===== src/tcb_pkg.sv =====
/*
  shared definitions for the tightly coupled bus subsystem
  - bus widths and demultiplexer port count
  - response status type
  - memory map and subordinate port select values
  - FIFO peripheral sizing
*/
`default_nettype none

package tcb_pkg;

  //////////////////////////////////////////////////////////////////////
  // bus geometry
  //////////////////////////////////////////////////////////////////////

  // word address width
  localparam int unsigned TCB_ABW = 12;
  // data width
  localparam int unsigned TCB_DBW = 32;
  // manager ports on the demultiplexer, and select width
  localparam int unsigned TCB_MPN = 3;
  localparam int unsigned TCB_MPL = 2;

  // response status, err set for unmapped address or bad access
  typedef struct packed {
    logic err;
  } tcb_rsp_sts_t;

  //////////////////////////////////////////////////////////////////////
  // memory map
  //////////////////////////////////////////////////////////////////////

  // SRAM window 0x000..0x0ff
  localparam logic [TCB_ABW-1:0] SRAM_BASE  = 12'h000;
  localparam int unsigned        SRAM_WORDS = 256;
  localparam int unsigned        SRAM_AW    = $clog2(SRAM_WORDS);
  // FIFO is a single word
  localparam logic [TCB_ABW-1:0] FIFO_ADR   = 12'h100;

  // FIFO sizing, count needs one bit more than the pointers
  localparam int unsigned FIFO_DEPTH = 4;
  localparam int unsigned FIFO_PTR_W = $clog2(FIFO_DEPTH);
  localparam int unsigned FIFO_CNT_W = 3;

  // port select values
  localparam logic [TCB_MPL-1:0] PORT_SRAM = 2'd0;
  localparam logic [TCB_MPL-1:0] PORT_FIFO = 2'd1;
  localparam logic [TCB_MPL-1:0] PORT_ERR  = 2'd2;

endpackage: tcb_pkg

`default_nettype wire

===== src/tcb_lib_demultiplexer.sv =====
/*
  bus demultiplexer, one subordinate port to MPN manager ports
  - request routed combinationally from the current select
  - select latched per transfer to steer the response
*/
`timescale 1ns/100ps
`default_nettype none

module tcb_lib_demultiplexer #(
  parameter int unsigned MPN = tcb_pkg::TCB_MPN
)(
  input  logic                                      sub,
  input  logic                                      rst_n,
  // port select for the current request
  input  logic [tcb_pkg::TCB_MPL-1:0]               sel,
  // subordinate side, the external manager connects here
  input  logic                                      sub_vld,
  input  logic                                      sub_wen,
  input  logic [tcb_pkg::TCB_ABW-1:0]               sub_adr,
  input  logic [tcb_pkg::TCB_DBW-1:0]               sub_wdt,
  output logic                                      sub_rdy,
  output logic [tcb_pkg::TCB_DBW-1:0]               sub_rdt,
  output tcb_pkg::tcb_rsp_sts_t                     sub_sts,
  // manager side, subordinates connect here
  output logic [MPN-1:0]                            man_vld,
  output logic                                      man_wen,
  output logic [tcb_pkg::TCB_ABW-1:0]               man_adr,
  output logic [tcb_pkg::TCB_DBW-1:0]               man_wdt,
  input  logic [MPN-1:0]                            man_rdy,
  input  logic [MPN-1:0][tcb_pkg::TCB_DBW-1:0]      man_rdt,
  input  tcb_pkg::tcb_rsp_sts_t [MPN-1:0]           man_sts
);

  import tcb_pkg::*;

  // select of the transfer whose response is due
  logic [TCB_MPL-1:0] rsp_sel;
  logic               trn;

  //////////////////////////////////////////////////////////////////////
  // request
  //////////////////////////////////////////////////////////////////////

  // only the selected port sees vld
  for (genvar i = 0; i < MPN; i++) begin: gen_vld
    assign man_vld[i] = sub_vld & (sel == TCB_MPL'(i));
  end: gen_vld

  // fields go to every port
  assign man_wen = sub_wen;
  assign man_adr = sub_adr;
  assign man_wdt = sub_wdt;

  // handshake back from the selected port
  // out of range select never becomes ready
  assign sub_rdy = (32'(sel) < MPN) ? man_rdy[sel] : 1'b0;

  assign trn = sub_vld & sub_rdy;

  //////////////////////////////////////////////////////////////////////
  // response
  //////////////////////////////////////////////////////////////////////

  // follows the request select one cycle late
  always_ff @(posedge sub) begin
    if (!rst_n) begin
      rsp_sel <= '0;
    end else if (trn) begin
      rsp_sel <= sel;
    end
  end

  // response from the port of the previous transfer,
  // while a new request may already target another port
  assign sub_rdt = man_rdt[rsp_sel];
  assign sub_sts = man_sts[rsp_sel];

endmodule: tcb_lib_demultiplexer

`default_nettype wire


===== config.mk =====
export PLATFORM = sky130hd
export DESIGN_NAME = tcb_lib_demultiplexer
export DESIGN_NICKNAME = d
export VERILOG_FILES = /design/src/tcb_pkg.sv /design/src/tcb_lib_demultiplexer.sv
export SDC_FILE = /design/constraint.sdc
export NUM_CORES = 1
export LEC_CHECK = 0
export ABC_AREA = 1
export BUFFER_PORTS_ARGS = -buffer_cell sky130_fd_sc_hd__buf_2
export CAP_MARGIN = 20
export CORE_AREA = 2 2 90 92
export DETAILED_ROUTE_END_ITERATION = 6
export DIE_AREA = 0 0 92 94
export GPL_TIMING_DRIVEN = 0
export SLEW_MARGIN = 20
export SYNTH_ARGS = -nofsm -noshare
export SYNTH_HDL_FRONTEND = slang
export SYNTH_SLANG_ARGS = --single-unit

===== constraint.sdc =====
create_clock -name sub -period 1.1 [get_ports sub]
set_clock_uncertainty 0.2 [all_clocks]
set_input_delay 0.055 -clock sub [delete_from_list [all_inputs] [get_ports sub]]
set_output_delay 0.055 -clock sub [all_outputs]
set_load 0.1 [all_outputs]

Word-level counts from Yosys, hierarchy flattened
Cells that the tools add are included.

word-level totals
  bits in registers = 2
  output and inout port bits = 82

operators by class
  order comparisons = 3
  equal/unequal tests = 2
  multiplexer cells = 7
  bitwise gates (word level) = 4
  reductions and logical operators = 1

operators with widths
  operator                                            count
  binary-select mux 32 bit (select 2 bit)             1
  2-to-1 mux 32 bit                                   1
  < comparator 2 x 3 -> 1 bit, second input constant  2
  AND 1 bit                                           4
  binary-select mux 1 bit (select 2 bit)              2
  2-to-1 mux 1 bit                                    3
  == test 2 x 1 -> 1 bit, second input constant       1
  == test 2 bit, second input constant                1
  zero test 2 bit                                     1
  < comparator 2 bit, second input constant           1

Depth between registers and ports, before layout
Gate-level depths: netlist (run 1).

  depth after elaboration = 4
  depth in mapped cells = 6

Least setup slack after synthesis (run 1)
OpenSTA, ideal clock, no wires.

  path kind = reg-to-output
  from = reg rsp_sel[0]
  to = out sub_rdt[0] (netlist bit)
  data arrival time = 2.921 ns
  path slack = -2.076 ns
  cell stages (with the launch flop) = 6
  path buffers = 2
  cell sequence = dfxtp_1 buf_6 inv_2 buf_2 nor2_1 o31ai_1

on the way
  cells in the longest elaborated chain, start to end = 2

ends and longest elaborated chain
  element                                  RTL line                     text
  from (decl)                              tcb_lib_demultiplexer.sv:37  logic [TCB_MPL-1:0] rsp_sel;
  from (signal assigned)                   tcb_lib_demultiplexer.sv:69  rsp_sel <= sel;
  binary-select mux 32 bit (select 2 bit)  tcb_lib_demultiplexer.sv:75  assign sub_rdt = man_rdt[rsp_sel];
  2-to-1 mux 32 bit (not written as such)  tcb_lib_demultiplexer.sv:75
  to (decl)                                tcb_lib_demultiplexer.sv:22  output logic [tcb_pkg::TCB_DBW-1:0] sub_rdt,

No other way between the ends. The select of a mux whose other input is x is not followed.

Final worst setup path (run 1)
  from = reg rsp_sel[0]
  to = out sub_rdt[29] (netlist bit)

Same word-level chain as after synthesis.

==> impl_metrics.env, run 1 <==
export IMPL_status="finished, violations left"
export IMPL_violations="negative setup slack"
export IMPL_reg2reg_from="rsp_sel[0]"
export IMPL_synthMuxAreaShare_pct=0
export IMPL_synth_common_cells="nor2_1, buf_4, nand3_1, o31ai_1, buf_2"
export IMPL_drt_vias_per_instance=4.38
export IMPL_wirelength_um=7170
export IMPL_layout_setup_ws_ps=-628
export IMPL_clk_latency_ps=210
export IMPL_switching_share_pct=61.6
export IMPL_seq_area_frac_synth_pct=3.17
export IMPL_fin_cells=520
export IMPL_startpoint_type="flip-flop"
export IMPL_finalSetupViolations=34
export IMPL_rrSetupSlack_ps=0
export IMPL_grt_ovfl_total=0
export IMPL_synthAdderAreaFrac_pct=0
export IMPL_die_width_um=92
export IMPL_synth_compound_area_share_pct=23.2
export IMPL_rsz0062_at_grt="yes"
export IMPL_dp_cells=506
export IMPL_hp_class="input pin to flip-flop"
export IMPL_initial_utilization_pct=16.6
export IMPL_synth_xor_area_share_pct=0
export IMPL_ys_flop_type="dfxtp_1"
export IMPL_path_clk_slew_ps=30
export IMPL_io_pins=234
export IMPL_coreArea_mm2=0.00761
export IMPL_area_growth_synth_to_final_pct=214
export IMPL_fp_dieH_um=94
export IMPL_crit_fanout=6
export IMPL_synth_edf_count=0
export IMPL_power_frac_clock_pct=8.7
export IMPL_cp_data_required_time_ps=840
export IMPL_period_needed_ps=1730
export IMPL_cts_root_buf="clkbuf_8"
export IMPL_vias=2276
export IMPL_grt_max_degree=11
export IMPL_yosys_warnings=0
export IMPL_worstMarginPinSlew_ps=501
export IMPL_cts_tree="done"
export IMPL_hold_viol_final=0
export IMPL_synth_top_family_by_area="simple AND/OR/NAND/NOR gates"
export IMPL_drtAntennaViolNets=0
export IMPL_peakVddDrop_uv=507
export IMPL_drt_iter0_markers=26
export IMPL_dpl_hpwl_um=5360
export IMPL_fin_nets=572
export IMPL_antenna_found_initial=0
export IMPL_holdWs_ps=28.2
export IMPL_seqCellArea_um2=47.5
export IMPL_powerDensity_mw_per_mm2=834
export IMPL_synth_top_area_share_pct=26.8
export IMPL_crit_arrival_ps=1470
export IMPL_drc=0
export IMPL_numCtsBuffers=3
export IMPL_diodes=0
export IMPL_synthSimpleGateAreaFrac_pct=37.0
export IMPL_hold_end="rsp_sel[0]"
export IMPL_yosys_cell_count_top_type="nor2_1"
export IMPL_period_share_pct=157
export IMPL_dr_pass1_iters=4
export IMPL_row_count=32
export IMPL_cts_sinks=2
export IMPL_portBuffers=188
export IMPL_synthesis_nets=368
export IMPL_grt_pass1_wl_um=10400
export IMPL_synth_area_per_cell_um2=5.84
export IMPL_leakagePower_nw=1.84
export IMPL_end_kind="output port"
export IMPL_rr_worst_depth=4
export IMPL_seq_power_share_pct=2.3
export IMPL_grt_pass1_vias=2173
export IMPL_place_area_mm2=0.00280
export IMPL_min_from="sel[1]"
export IMPL_postLayoutCellArea_mm2=0.00396
export IMPL_multi_input_area_mm2=0.00151
export IMPL_critPathKind="flip-flop to output port"
export IMPL_syn_inst=216
export IMPL_synthArstFlopShare_pct=0
export IMPL_p_int_mw=1.27
export IMPL_synth_area_mm2=0.00126
export IMPL_largest_register="rsp_sel"
export IMPL_max_freq_mhz=579
export IMPL_clock_path_buffers=2
export IMPL_maxCapViolCount=0
export IMPL_nFillCells=697
export IMPL_gp_congestion=0.755
export IMPL_p_sw_mw=2.04
export IMPL_slew_viol_final=0
export IMPL_htree_levels=1
export IMPL_synthDistinctLibCells=14
export IMPL_slew_headroom_pct=66.9
export IMPL_top_regs="rsp_sel: 2 flops"
export IMPL_largest_reg_flops=2
export IMPL_combinationalPowerShare_pct=89.0
export IMPL_r2r_end="rsp_sel[0]"
export IMPL_post_drt_wl_per_cell_um=13.8
export IMPL_synth_area_leaders="buf_4, nor2_1, o31ai_1"
export IMPL_gr_usage_all_layers_pct=14.7
export IMPL_drive_above_1_share_pct=84.0
export IMPL_whs_path_depth=4
export IMPL_dieArea_mm2=0.00865
export IMPL_synth_area_leader_cell="buf_4"
export IMPL_synth_seq_cells=2
through the flow:
step	setup TNS, ps	total power, mW	util, %	worst slack [ps]
after global placement	-30390	2.48	36.8	-959
after CTS	-20840	3.27	49.1	-671
after detailed placement	-30920	2.49	36.8	-985
after floorplan	-24850	2.08	-	-768
final	-18770	3.31	52.1	-628
after global routing	-20540	3.41	52.1	-675
timing repair:
item	in CTS	in global routing
hold buffers	2	0
cloned	1	2
setup buffers	9	0
pin swaps	12	14
resized for setup	203	48
hold endpoints to repair	2	0
endpoints found under the setup margin	38	38
kinds of logic after synthesis:
family,count (synthesis)
flops,2
compound gates,35
buf+inv,68
simple gates,111
layout make-up:
| class | count | area share (%) |
|---|---|---|
| repair buffers | 202 | 42.0 |
| flip-flops and latches | 2 | 1.20 |
| clock buffers | 3 | 1.04 |
| inverters | 5 | 0.537 |
| multi-input cells | 146 | 38.0 |
| well taps | 102 | 3.22 |
| plain buffers | 60 | 14.0 |
worst max-delay path, stage by stage (launching register included):
cell     delay, ps
dfxtp_4        360
inv_4           70
buf_8          110
buf_12         140
buf_8          110
nor2_2          40
o31ai_4        220
buf_12         210
layer usage:
metal  GRT usage, %  up-vias  share of wire [%]
li1               -     1106                  -
met1           16.9     1040                 36
met2           29.7      130                 56
met3           2.17        0                8.3
met4           1.12        0                  0
met5              0        -                  0
cells in the final DEF (no fill, tap or decap), drive strengths merged:
cell          Yosys  layout
clkbuf            2       6
nand3            37      37
nand2             5       5
a21oi             2       2
o31ai            33      33
dlygate4sd3       0       1
dfxtp             2       2
nor2             66      66
nor3              3       3
buf              61     257
dlymetal6s4s      0       1
inv               5       5
worst max-delay path by stage:
stage                from     endpoint  slack, ps
2_1_floorplan  rsp_sel[0]  sub_rdt[18]       -770
3_3_place_gp   rsp_sel[1]   sub_rdt[5]       -960
3_5_place_dp   rsp_sel[1]   sub_rdt[5]       -990
4_1_cts        rsp_sel[0]  sub_rdt[20]       -670
5_1_grt        rsp_sel[0]      sub_sts       -680
6_report       rsp_sel[0]  sub_rdt[29]       -630
power groups by stage:
stage / Combinational (mW) / Clock, mW / Sequential [mW]
finish: 2.94 / 0.288 / 0.0766
global route: 3.03 / 0.304 / 0.0773
CTS: 2.89 / 0.297 / 0.0778
detailed placement: 2.41 / 0 / 0.0776
global placement: 2.40 / 0 / 0.0776
floorplan: 2.00 / 0 / 0.0771
(Power assumes the default switching activity.)
==> run 2, diff against run 1 <==
--- a/config.mk
+++ b/config.mk
@@ -11,7 +11,6 @@
 export CORE_AREA = 2 2 90 92
 export DETAILED_ROUTE_END_ITERATION = 6
 export DIE_AREA = 0 0 92 94
-export GPL_TIMING_DRIVEN = 0
 export SLEW_MARGIN = 20
 export SYNTH_ARGS = -nofsm -noshare
 export SYNTH_HDL_FRONTEND = slang
==> impl_metrics.env, run 2 (synthesized netlist as in run 1, its figures left out) <==
export IMPL_p_sw_mw=2.04
export IMPL_end_kind="output port"
export IMPL_crit_arrival_ps=1420
export IMPL_leakagePower_nw=2.05
export IMPL_row_count=32
export IMPL_initial_utilization_pct=16.6
export IMPL_vias=2142
export IMPL_hold_viol_final=0
export IMPL_clock_path_buffers=2
export IMPL_largest_reg_flops=2
export IMPL_critPathMostFrequentCell="buf_12"
export IMPL_cp_data_required_time_ps=840
export IMPL_seq_power_share_pct=2.4
export IMPL_rrSetupSlack_ps=20
export IMPL_drt_iter0_markers=39
export IMPL_finalSetupViolations=33
export IMPL_rsz0062_at_grt="yes"
export IMPL_startpoint_type="flip-flop"
export IMPL_dieArea_mm2=0.00865
export IMPL_htree_levels=1
export IMPL_slowest_stage="dfxtp_4"
export IMPL_power_frac_clock_pct=9.3
export IMPL_hp_class="input pin to flip-flop"
export IMPL_drive_above_1_share_pct=70.1
export IMPL_period_needed_ps=1670
export IMPL_antenna_found_initial=0
export IMPL_p_int_mw=1.29
export IMPL_worstMarginPinSlew_ps=1000
export IMPL_violations="negative setup slack"
export IMPL_combinationalPowerShare_pct=88.3
export IMPL_grt_max_degree=26
export IMPL_crit_chain="buf_12 > nand3_1 > o31ai_4 > buf_12"
export IMPL_nFillCells=651
export IMPL_drt_vias_per_instance=4.53
export IMPL_layout_commonest_cell="buf_2"
export IMPL_critPathKind="flip-flop to output port"
export IMPL_cts_sinks=2
export IMPL_wirelength_um=7600
export IMPL_gr_usage_all_layers_pct=14.5
export IMPL_cts_tree="done"
export IMPL_numCtsBuffers=3
export IMPL_post_drt_wl_per_cell_um=16.1
export IMPL_cts_root_buf="clkbuf_8"
export IMPL_final_cell_mix="buf_2, nor2_1, dlymetal6s2s_1, buf_12, o31ai_4"
export IMPL_drc=0
export IMPL_clk_latency_ps=210
export IMPL_crit_fanout=23
export IMPL_seqCellArea_um2=47.5
export IMPL_top_regs="rsp_sel: 2 flops"
export IMPL_grt_pass1_vias=2103
export IMPL_max_stage_delay_ps=440
export IMPL_slew_headroom_pct=33.1
export IMPL_area_growth_synth_to_final_pct=217
export IMPL_maxCapViolCount=0
export IMPL_die_width_um=92
export IMPL_slew_viol_final=0
export IMPL_powerDensity_mw_per_mm2=831
export IMPL_gp_congestion=0.715
export IMPL_grt_ovfl_total=0
export IMPL_max_freq_mhz=598
export IMPL_grt_pass1_wl_um=10200
export IMPL_portBuffers=143
export IMPL_dr_pass1_iters=4
export IMPL_diodes=0
export IMPL_drtAntennaViolNets=0
export IMPL_io_pins=234
export IMPL_largest_register="rsp_sel"
export IMPL_path_clk_slew_ps=30
export IMPL_multi_input_area_mm2=0.00146
export IMPL_status="finished, violations left"
export IMPL_coreArea_mm2=0.00761
export IMPL_fin_nets=524
export IMPL_dpl_hpwl_um=4660
export IMPL_peakVddDrop_uv=559
export IMPL_fp_dieH_um=94
export IMPL_final_core_util_pct=52.6
export IMPL_power_mw=3.33
export IMPL_period_share_pct=152
export IMPL_layout_setup_ws_ps=-573
export IMPL_switching_share_pct=61.2
-- run 2: cell count changes in the layout (fill, tap and decap cells not counted), sizes merged --
| cell | delta |
|---|---|
| buf | -95 |
| dlymetal6s2s | +45 |
| clkbuf | +3 |
| dlygate4sd3 | +1 |
| dlymetal6s4s | -1 |
-- run 2: cell type report --
type,instances,area share [%]
Timing Repair Buffer,214,57.2
Tap cell,102,3.19
Multi-Input combinational cell,146,36.3
Inverter,5,1.00
Clock buffer,4,1.12
Sequential cell,2,1.19
-- run 2: final timing paths --
| check | startpoint | endpoint | depth (start not counted) |
|---|---|---|---|
| worst max-delay path | rsp_sel[1] | sub_rdt[4] | 4 |
| worst min-delay path | sel[0] | rsp_sel[1] | 4 |
| worst max register to register | rsp_sel[1] | rsp_sel[1] | 3 |
| worst min register to register | rsp_sel[1] | rsp_sel[1] | 3 |
-- run 2: worst max-delay path, delay by kind of cell (launching register included) --
family,cells,cell delay (ps)
buffers and inverters,2,470
AO/OA/AOI/OAI,1,100
flip-flops,1,440
AND/OR/NAND/NOR,1,170
-- run 2: metal layers --
metal	GRT usage [%]	up-vias	share of wire (%)
met5	0	-	0
met4	3.11	0	1.2
met3	3.53	6	9.1
met2	29.8	137	59
met1	14.5	984	31
li1	-	1015	-
-- run 2: power groups by stage --
stage	Sequential [mW]	Clock, mW	Combinational (mW)
final	0.0810	0.309	2.94
after global routing	0.0816	0.340	3.01
after CTS	0.0799	0.318	2.87
after detailed placement	0.0786	0	2.01
after global placement	0.0785	0	1.99
after floorplan	0.0771	0	2.00
-- run 2: timing repair --
action                     CTS  global route
hold buffers                47             0
resized for setup           55           109
buffers inserted             3             1
cloned                       4             4
pin swaps                   23             3
hold endpoints to repair    47             0
setup endpoints to repair   35            81
-- run 2: per-stage QoR --
stage,setup WS [ps],cells,hold slack [ps],setup TNS (ps),cell area [um^2]
after floorplan,-768,216,-13.4,-24850,1730
after detailed placement,-442,411,-89.3,-13160,2860
after global placement,-424,411,-89.3,-12680,2860
after CTS,-599,468,18.8,-36310,3730
final,-573,473,16.7,-18060,4010
after global routing,-640,473,48.5,-19920,4010
