===== config.mk =====
export PLATFORM = sky130hd
export DESIGN_NAME = tcb_fifo_port
export DESIGN_NICKNAME = d
export VERILOG_FILES = /design/src/tcb_pkg.sv /design/src/tcb_fifo_port.sv
export SDC_FILE = /design/constraint.sdc
export NUM_CORES = 1
export LEC_CHECK = 0
export ABC_AREA = 1
export CAP_MARGIN = 10
export CORE_MARGIN = 2
export CORE_UTILIZATION = 55
export CTS_BUF_LIST = sky130_fd_sc_hd__clkbuf_4
export CTS_CLUSTER_SIZE = 40
export DETAILED_ROUTE_END_ITERATION = 10
export DONT_BUFFER_PORTS = 1
export PLACE_DENSITY = 0.7
export SYNTH_ARGS = -nofsm -noshare
export SYNTH_HDL_FRONTEND = slang
export SYNTH_SLANG_ARGS = --single-unit

===== constraint.sdc =====
create_clock -name sub -period 6.6 [get_ports sub]
set_input_delay 1.32 -clock sub [delete_from_list [all_inputs] [get_ports sub]]
set_output_delay 1.32 -clock sub [all_outputs]
set_load 0.01 [all_outputs]

===== src/tcb_pkg.sv =====
/*
  shared definitions for the tightly coupled bus subsystem
  - bus widths and demultiplexer port count
  - response status type
  - memory map and subordinate port select values
  - FIFO peripheral sizing
*/
`default_nettype none

package tcb_pkg;

  //////////////////////////////////////////////////////////////////////
  // bus geometry
  //////////////////////////////////////////////////////////////////////

  // word address width
  localparam int unsigned TCB_ABW = 12;
  // data width
  localparam int unsigned TCB_DBW = 32;
  // manager ports on the demultiplexer, and select width
  localparam int unsigned TCB_MPN = 3;
  localparam int unsigned TCB_MPL = 2;

  // response status, err set for unmapped address or bad access
  typedef struct packed {
    logic err;
  } tcb_rsp_sts_t;

  //////////////////////////////////////////////////////////////////////
  // memory map
  //////////////////////////////////////////////////////////////////////

  // SRAM window 0x000..0x0ff
  localparam logic [TCB_ABW-1:0] SRAM_BASE  = 12'h000;
  localparam int unsigned        SRAM_WORDS = 256;
  localparam int unsigned        SRAM_AW    = $clog2(SRAM_WORDS);
  // FIFO is a single word
  localparam logic [TCB_ABW-1:0] FIFO_ADR   = 12'h100;

  // FIFO sizing, count needs one bit more than the pointers
  localparam int unsigned FIFO_DEPTH = 4;
  localparam int unsigned FIFO_PTR_W = $clog2(FIFO_DEPTH);
  localparam int unsigned FIFO_CNT_W = 3;

  // port select values
  localparam logic [TCB_MPL-1:0] PORT_SRAM = 2'd0;
  localparam logic [TCB_MPL-1:0] PORT_FIFO = 2'd1;
  localparam logic [TCB_MPL-1:0] PORT_ERR  = 2'd2;

endpackage: tcb_pkg

`default_nettype wire

===== src/tcb_fifo_port.sv =====
/*
  FIFO peripheral subordinate
  - circular buffer of FIFO_DEPTH words
  - write pushes, read pops with data one cycle later
  - stalls writes when full and reads when empty
*/
`timescale 1ns/100ps
`default_nettype none

module tcb_fifo_port (
  input  logic                            sub,
  input  logic                            rst_n,
  // request, the port is a single word so no address
  input  logic                            vld,
  input  logic                            wen,
  input  logic [tcb_pkg::TCB_DBW-1:0]     wdt,
  // handshake and response
  output logic                            rdy,
  output logic [tcb_pkg::TCB_DBW-1:0]     rdt,
  output tcb_pkg::tcb_rsp_sts_t           sts
);

  import tcb_pkg::*;

  //////////////////////////////////////////////////////////////////////
  // storage and state
  //////////////////////////////////////////////////////////////////////

  logic [TCB_DBW-1:0]    mem [FIFO_DEPTH];
  logic [FIFO_PTR_W-1:0] wr_ptr;
  logic [FIFO_PTR_W-1:0] rd_ptr;
  // fill count, 0..FIFO_DEPTH
  logic [FIFO_CNT_W-1:0] cnt;

  logic full;
  logic empty;
  logic push;
  logic pop;

  assign full  = (cnt == FIFO_CNT_W'(FIFO_DEPTH));
  assign empty = (cnt == '0);

  // ready depends on the direction of the pending access
  assign rdy = wen ? !full : !empty;

  assign push = vld & rdy & wen;
  assign pop  = vld & rdy & !wen;

  // access never fails, only stalls
  assign sts = '0;

  //////////////////////////////////////////////////////////////////////
  // pointers and count
  //////////////////////////////////////////////////////////////////////

  // push and pop are exclusive, one transfer per cycle
  always_ff @(posedge sub) begin
    if (!rst_n) begin
      wr_ptr <= '0;
      rd_ptr <= '0;
      cnt    <= '0;
    end else begin
      if (push) begin
        wr_ptr <= wr_ptr + FIFO_PTR_W'(1);
        cnt    <= cnt + FIFO_CNT_W'(1);
      end
      if (pop) begin
        rd_ptr <= rd_ptr + FIFO_PTR_W'(1);
        cnt    <= cnt - FIFO_CNT_W'(1);
      end
    end
  end

  //////////////////////////////////////////////////////////////////////
  // data
  //////////////////////////////////////////////////////////////////////

  // pointers wrap naturally, depth is a power of two
  always_ff @(posedge sub) begin
    if (push) begin
      mem[wr_ptr] <= wdt;
    end
  end

  // oldest word out on a pop
  // cleared at reset, held until the next pop
  always_ff @(posedge sub) begin
    if (!rst_n) begin
      rdt <= '0;
    end else if (pop) begin
      rdt <= mem[rd_ptr];
    end
  end

endmodule: tcb_fifo_port

`default_nettype wire


# Word level (Yosys, flattened, before mapping)
# Memory sizes are Yosys's and may differ from the RTL's. A register that Yosys moved wholly into a read port is not among the register bits.
# Index checks and enable logic that the tools add are counted.
# word_totals
inputBits	36
reg_bits	7
mem_bits_ro	0
latchBits	0
word_cells	23
memories	1
mem_bits_rw	128
output_inout_bits	34
# op_classes
div_mod_pow	0
n_addsub	4
magnitude_cmp	0
n_mux	5
n_mul	0
eq_ne	1
bitwise_logic	3
shifts	0
n_reduce_logical	6
# memory_table
memory	words	width	rd	rd_ports_with_merged_regs	wr	line	rtl
mem	4	32	1	1	1	tcb_fifo_port.sv:29	logic [TCB_DBW-1:0] mem [FIFO_DEPTH];
# op_table
op	count
3-bit 2-to-1 mux	2
2-bit by 1-bit adder with 2-bit output, second input constant	2
1-bit zero test	4
3-bit by 1-bit adder with 3-bit output, second input constant	1
1-bit AND	3
3-bit == test, second input constant	1
3-bit zero test	1
1-bit 2-to-1 mux	3
3-bit by 1-bit subtractor with 3-bit output, second input constant	1
2-bit nonzero test	1

# Depth between registers and ports, before layout
# Gate-level depths: netlist (run 1).
# logic_depth
ltp_word	7
mapped_depth	10
depth_no_buf	9

# Worst setup path before layout (run 1)
# OpenSTA, ideal clock, no wires.
# synth_path
path_kind	input to register
from	in wen
to	mem mem[0][0] (enable)
slack_ps	3039
arrival_ps	3140
required_time_ps	6179
n_path_buf	0
path_stages	5
setup_ps	421
cell_sequence	inv_2 nand2_1 nand3_2 nand3_1 nor2_1
# synth_between
elab_chain_cells	5
# synth_lines
item	line	rtl
from (decl)	tcb_fifo_port.sv:15	input logic wen,
1-bit 2-to-1 mux	tcb_fifo_port.sv:44	assign rdy = wen ? !full : !empty;
net rdy	tcb_fifo_port.sv:18	output logic rdy,
1-bit AND (2 in a row)	tcb_fifo_port.sv:46	assign push = vld & rdy & wen;
1-bit 2-to-1 mux	tcb_fifo_port.sv:80	if (push) begin
1-bit 2-to-1 mux (implied by the code)	tcb_fifo_port.sv:81	mem[wr_ptr] <= wdt;
to (decl)	tcb_fifo_port.sv:29	
# The timed path passes the listed nets, and every way through them passes these cells.

# Worst setup path in the final report (run 1)
# layout_path
from	in wen
to	out rdy
# layout_between
elab_chain_cells	1
# layout_lines
item	line
1-bit 2-to-1 mux	tcb_fifo_port.sv:44
to (decl)	tcb_fifo_port.sv:18
# No other way between the ends.

==> metrics.txt, run 1 <==
crit path capture type output port; wire per inst 16.3 um; number of rows in the core area 39; number of distinct library cells after synthesis 24; cell types with the largest area share after synthesis sky130_fd_sc_hd__edfxtp_1, sky130_fd_sc_hd__dfxtp_1, sky130_fd_sc_hd__nor2_1; number of pins exceeding their max-slew limit in the final report 0; Util after Layout 59.5%; Hold Buf Count CTS 0; DRC Markers 5; Yosys Warn Count 0; unrepaired setup endpoints after global routing no; violations in the final reports design-rule violations; synthesis-to-finish area growth 4.61%; Worst R2R Start cnt[2]; total routed wirelength 11900 um; number of global-route vias before repair 3973; met1 routing resource usage after global routing 23.0%; minimum clock period 2930 ps; cts bufs inserted 17; die span in y 113 um; clock latency of the later-clocked register in the worst-skew pair 540 ps; Post-CTS Setup Repair Bufs 0; Worst slew margin 27.9%; Synth Register Bits 167; critical path type input port to output port; placed cell count 698; number of nets in the finished design 615; final setup violating endpoints 0; met3 track utilization from global routing 6.16%; worst path required time 5280 ps; Period Utilization, post-route 44.4%; cell count after synthesis 584; HPWL Detailed 6700 um; Num Clock Sinks 167; Crit Path Max Fanout 5; ys flop type sky130_fd_sc_hd__edfxtp_1; met2 GRT Util 33.8%; Die Width 113 um; fraction of final layout cells with drive strength greater than 1 6.81%; smallest setup slack after layout 3670 ps; Hold WC Path Type flip-flop to flip-flop; Peak VDD IR 168 uV; post-synthesis average cell area 11.2 um2; global route hottest layer met2; worst-case clock skew 12.4 ps; number of standard cells in the final layout excluding fillers 730; area fraction of the dominant cell type after synthesis 58.7%; slew at the pin closest to its max-slew limit 1080 ps; area of the die 12800 um2; starting density of the core 56.9%; cell type contributing the most total cell area after synthesis sky130_fd_sc_hd__edfxtp_1; Setup crit start wen; Setup Total Neg Slack 0 ps; origin of the worst min-delay path cnt[1]; number of max-cap violations 0; Floorplan Core Area 11500 um2; arrival time at the worst endpoint 1610 ps; power density over the cells 280 nW/um2; worst slack at placement 3260 ps; Post-synth EDFFs 128; pin count of the biggest net entering global routing 67; number of antenna violations at the first check in global routing 0; R2R Setup Slk 4280 ps; number of DRC violations after detailed-routing iteration 0 233; worst setup path end rdy; TritonCTS clock tree done; Reg clk slew, reported paths 120 ps; Clock Tree Buf Depth 2; post-route antenna net violation count 0; Reg2Reg Capture Point mem[1][7]; Total GRT Usage 19.7%; Max H-tree Level 4; total congestion overflow 0; Root Driver sky130_fd_sc_hd__clkbuf_4; sequential share of the synthesized area 70.6%; status complete, but fails checks; wire length of the first global-routing pass 19200 um; most common cell in the netlist sky130_fd_sc_hd__nor2_1; quantity of I/O buffers inserted on ports 0; FFs w/ async S/R, synth 0%; number of ports placed on the die boundary 70; average vias per placed instance 5.34; upper clock frequency limit 0.342 GHz; final estimated routing congestion in global placement 0.795; Critical Path Source Type input port; routed via count 3897; Inserted Diodes 0; Post-Synthesis Net Count 625; Worst Reg-to-Reg Cells 5; static leakage power 2.61 nW; Final Hold Viols 0; detailed-routing iteration count for the pre-antenna-repair pass 8; number of gates resized after CTS 0; leading cell types by count after synthesis sky130_fd_sc_hd__nor2_1, sky130_fd_sc_hd__edfxtp_1, sky130_fd_sc_hd__nand2_1; Post-Syn Area 6550 um2
-- placed cells by master, fill, tap and decap left out, types with 5 or more instances in the layout --
| cell type | instances |
|---|---|
| sky130_fd_sc_hd__o21ai_0 | 26 |
| sky130_fd_sc_hd__o21ai_1 | 38 |
| sky130_fd_sc_hd__inv_1 | 14 |
| sky130_fd_sc_hd__edfxtp_1 | 128 |
| sky130_fd_sc_hd__nand2_1 | 53 |
| sky130_fd_sc_hd__clkinv_1 | 5 |
| sky130_fd_sc_hd__nor2_1 | 199 |
| sky130_fd_sc_hd__dfxtp_1 | 38 |
| sky130_fd_sc_hd__clkbuf_4 | 20 |
| sky130_fd_sc_hd__o21bai_1 | 32 |
-- flip-flops by register name, indices dropped and copies added, names as in the netlist --
register  cells
mem         128
cnt           3
rd_ptr        2
rdt          32
wr_ptr        2
-- worst max-delay path: stages --
cell and delay, ps:
sky130_fd_sc_hd__inv_2 50, sky130_fd_sc_hd__nand2_1 100, sky130_fd_sc_hd__nand3_2 140
-- per-layer routing --
layer | up-vias | part of all wire [%] | wire [um]
li1 | 1944 | - | -
met1 | 1842 | 42 | 5030
met2 | 104 | 51 | 6030
met3 | 7 | 6.0 | 707
met4 | 0 | 0.88 | 105
met5 | - | 0 | 0
-- how the worst min path moves through the flow --
stage                     endpoint  depth (start not counted)
after floorplan             cnt[2]                          2
after global placement      cnt[1]                          2
after detailed placement    cnt[1]                          2
after CTS                   cnt[1]                          2
after global routing        cnt[1]                          2
final                       cnt[1]                          2
-- cell type report --
type,instances,area [um2]
clock inverters,12,110
clock buffers,20,150
well taps,143,179
repair buffers,2,15.0
multi-input cells,368,1700
fillers,947,4670
inverters,18,67.6
flip-flops and latches,167,4630
-- metrics by stage --
step | hold WS [ps] | area [um2] | total power, mW
finish | 517 | 6850 | 1.92
global route | 556 | 6850 | 2.00
CTS | 518 | 6850 | 1.93
detailed placement | 500 | 6590 | 1.39
global placement | 494 | 6590 | 1.38
floorplan | 475 | 6550 | 1.36
-- logic make-up after synthesis --
kind of cell             count (synthesis)  synth area share [%]
flip-flops                             167                  70.6
adder cells (fa/ha/maj)                  5                  1.07
AND/OR/NAND/NOR                        262                  15.5
other                                    1                0.0573
buffers and inverters                   49                  3.84
AO/OA/AOI/OAI                           99                  8.79
XOR/XNOR                                 1                 0.134
-- where the power goes --
part	total [mW]	leakage [nW]	internal, mW	switching [mW]
Combinational	0.159	0.983	0.0488	0.111
Sequential	1.20	1.48	1.18	0.0279
Clock	0.553	0.144	0.230	0.324
Note: power is estimated with default switching activity, not from simulation.
==> run 2: changes to the inputs <==
--- a/config.mk
+++ b/config.mk
@@ -5,7 +5,7 @@
 export SDC_FILE = /design/constraint.sdc
 export NUM_CORES = 1
 export LEC_CHECK = 0
-export ABC_AREA = 1
+export ABC_AREA = 0
 export CAP_MARGIN = 10
 export CORE_MARGIN = 2
 export CORE_UTILIZATION = 55
@@ -13,7 +13,7 @@
 export CTS_CLUSTER_SIZE = 40
 export DETAILED_ROUTE_END_ITERATION = 10
 export DONT_BUFFER_PORTS = 1
-export PLACE_DENSITY = 0.7
+export PLACE_DENSITY = 0.73
 export SYNTH_ARGS = -nofsm -noshare
 export SYNTH_HDL_FRONTEND = slang
 export SYNTH_SLANG_ARGS = --single-unit
==> constraint.sdc (replaced) <==
create_clock -name sub -period 2.4 [get_ports sub]
set_input_delay 0.48 -clock sub [delete_from_list [all_inputs] [get_ports sub]]
set_output_delay 0.48 -clock sub [all_outputs]
set_load 0.01 [all_outputs]
==> run 2 against run 1 <==
Combinational power increased by 120%. Synthesized cell count decreased by 49%. Sequential power grew to 2.7 times the previous value. The flow now finishes without violations. Highest routed layer unchanged. Sequential share of layout area fell by 0.37 points. Wire length shrank 15%.
==> metrics.txt, run 2 <==
cell repeated most along the worst path sky130_fd_sc_hd__or2_2; Num Clock Sinks 167; Worst R2R Start cnt[0]; starting density of the core 56.3%; slew at the pin closest to its max-slew limit 884 ps; clock group share of total power 32.3%; average vias per placed instance 5.77; post-route antenna net violation count 0; cell type contributing the most total cell area after synthesis sky130_fd_sc_hd__edfxtp_1; Total GRT Usage 18.6%; total congestion overflow 0; post-synthesis average cell area 20.5 um2; Top Family by Delay on Critical Path simple AND/OR/NAND/NOR gates; detailed-routing iteration count for the pre-antenna-repair pass 6; Yosys Warn Count 0; Tot Pwr 5.33 mW; power density over the cells 774 nW/um2; TritonCTS clock tree done; worst slack at placement 488 ps; largest registers in the final layout mem x128, rdt x32, cnt x3; Post-synth EDFFs 128; leading cell types by count after synthesis sky130_fd_sc_hd__edfxtp_1, sky130_fd_sc_hd__dfxtp_1, sky130_fd_sc_hd__a22o_1, sky130_fd_sc_hd__mux4_2, sky130_fd_sc_hd__buf_6; Reg clk slew, reported paths 120 ps; cell depth of the worst min-delay path 2; most frequent cells in the layout sky130_fd_sc_hd__edfxtp_1, sky130_fd_sc_hd__dfxtp_1, sky130_fd_sc_hd__mux4_2, sky130_fd_sc_hd__a22o_1, sky130_fd_sc_hd__dlygate4sd3_1; worst-case hold path end point rd_ptr[1]; pin count of the biggest net entering global routing 33; routed via count 2839; arrival time at the worst endpoint 1570 ps; Root Driver sky130_fd_sc_hd__clkbuf_4; number of gates resized after CTS 0; critical path type flip-flop to output port; Reg power frac 61.0%; multiplexer share of the synthesized area 12.1%; Worst Path Buf+Inv 0; Floorplan Core Area 10800 um2; critical path, cell by cell or2_2 > or2_2; largest family of logic cells by synthesized area multiplexers; flip-flop count of the largest register after layout 128; complex-gate fraction of the synthesized area 5.80%; total routed wirelength 10100 um; unrepaired setup endpoints after global routing no; maximum cell stage delay along the critical path 380 ps; Post-Synthesis Net Count 339; area share of fa/ha/maj cells after synthesis 1.15%; sequential share of the synthesized area 75.7%; cell types with the largest area share after synthesis sky130_fd_sc_hd__edfxtp_1, sky130_fd_sc_hd__dfxtp_1, sky130_fd_sc_hd__mux4_2; Hold Buf Count CTS 32; Die Width 109 um; Inserted Diodes 0; number of max-cap violations 0; Util after Layout 63.6%; number of global-route vias before repair 2909; cell count after synthesis 298; register with the highest flop count mem; share of total power consumed by net switching 22.8%; most common cell in the netlist sky130_fd_sc_hd__edfxtp_1; Worst slew margin 41.1%; Post-Syn Area 6110 um2; number of pins exceeding their max-slew limit in the final report 0; number of distinct library cells after synthesis 34; crit path capture type output port; final setup violating endpoints 0; part of the total power dissipated in combinational logic 6.7%; cts bufs inserted 17; Setup Total Neg Slack 0 ps; worst-case clock skew 19.5 ps; internal power consumption 4.12 mW; die span in y 109 um; Crit Path Max Fanout 7; Peak VDD IR 570 uV; static leakage power 2.23 nW; most frequent standard cell in the layout excluding fill and tap cells sky130_fd_sc_hd__edfxtp_1; area of the die 12000 um2; power dissipated by switching net loads 1.22 mW; Clock Tree Buf Depth 2; area fraction of the dominant cell type after synthesis 63.0%; Post-Synth XOR/XNOR Area 0.287%; Final Hold Viols 0; R2R Setup Slk 530 ps; status finished, final reports clean; Reg2Reg Capture Point mem[0][29]; number of rows in the core area 38; number of DRC violations after detailed-routing iteration 0 133; wire per inst 20.6 um; Period Utilization, post-route 85.5%; number of ports placed on the die boundary 70; DRC Markers 0; upper clock frequency limit 0.487 GHz; number of nets in the finished design 380; smallest setup slack after layout 347 ps; count of filler cells inserted in the layout 758; Synth Register Bits 167; ys flop type sky130_fd_sc_hd__edfxtp_1; HPWL Detailed 5840 um; origin of the worst min-delay path rst_n; Worst Reg-to-Reg Cells 2; Max H-tree Level 4; synthesis-to-finish area growth 12.8%; basic-gate share of the synthesized area counting and, or, nand and nor cells 2.64%; Post-CTS Setup Repair Bufs 0; clock latency of the later-clocked register in the worst-skew pair 530 ps; final estimated routing congestion in global placement 0.692; number of antenna violations at the first check in global routing 0; wire length of the first global-routing pass 15600 um; Critical Path Source Type flip-flop; Hold WC Path Type input port to flip-flop; FFs w/ async S/R, synth 0%; quantity of I/O buffers inserted on ports 0; highest-delay cell along the critical path sky130_fd_sc_hd__dfxtp_1; minimum clock period 2050 ps; fraction of final layout cells with drive strength greater than 1 22.7%; worst path required time 1920 ps
-- run 2: cell types whose count changed after synthesis, moves of 22 or more --
cell,previous run,this run
sky130_fd_sc_hd__mux4_2,0,32
sky130_fd_sc_hd__nor2_1,203,0
sky130_fd_sc_hd__o21bai_1,32,0
sky130_fd_sc_hd__nand2_1,53,4
sky130_fd_sc_hd__o21ai_0,26,4
sky130_fd_sc_hd__a22o_1,0,32
sky130_fd_sc_hd__o21ai_1,38,0
-- run 2: worst register-to-register path: stages (launching register included) --
cell,delay (ps)
sky130_fd_sc_hd__dfxtp_1,450
sky130_fd_sc_hd__or3b_1,240
sky130_fd_sc_hd__and3_2,800
-- run 2: per-stage QoR --
stage               cell area, um2  cells  hold slack (ps)
floorplan                     6110    298              484
global placement              6250    428              497
detailed placement            6250    428              518
CTS                           6890    492             31.0
global route                  6890    492             39.6
finish                        6890    492             87.8
-- run 2: cells by family after synthesis --
kind of cell / after synthesis
flops: 167
compound gates: 43
other cells: 1
fa+ha+maj: 5
simple gates: 26
mux: 34
buf+inv: 20
xor+xnor: 2
-- run 2: worst max-delay path by stage --
| stage | startpoint | to | slack [ps] | depth (start not counted) |
|---|---|---|---|---|
| floorplan | vld | mem[0][0] | 500 | 2 |
| global placement | vld | mem[0][15] | 530 | 2 |
| detailed placement | vld | mem[1][15] | 490 | 2 |
| CTS | cnt[0] | rdy | 290 | 2 |
| global route | cnt[0] | rdy | 240 | 2 |
| finish | cnt[0] | rdy | 350 | 2 |
-- run 2: cell type report --
class	instances	area, um2	area share (%)
sequential	167	4630	67.2
multi-input combinational	111	1360	19.7
timing repair buffer	37	395	5.74
clock inverter	15	186	2.71
tap	140	175	2.54
clock buffer	17	128	1.85
inverter	5	18.8	0.272
-- run 2: layer usage --
layer / global-route usage (%) / vias up / part of all wire (%)
met5: 0 / - / 0
met4: 7.96 / 0 / 1.3
met3: 6.82 / 9 / 6.2
met2: 30.2 / 70 / 52
met1: 22.5 / 1454 / 41
li1: - / 1306 / -
-- run 2: power groups by stage --
| stage | clock network, mW | logic [mW] | registers (mW) |
|---|---|---|---|
| floorplan | 0 | 0.249 | 3.31 |
| global placement | 0 | 0.293 | 3.32 |
| detailed placement | 0 | 0.297 | 3.32 |
| CTS | 1.77 | 0.361 | 3.25 |
| global route | 1.89 | 0.389 | 3.27 |
| finish | 1.73 | 0.355 | 3.25 |
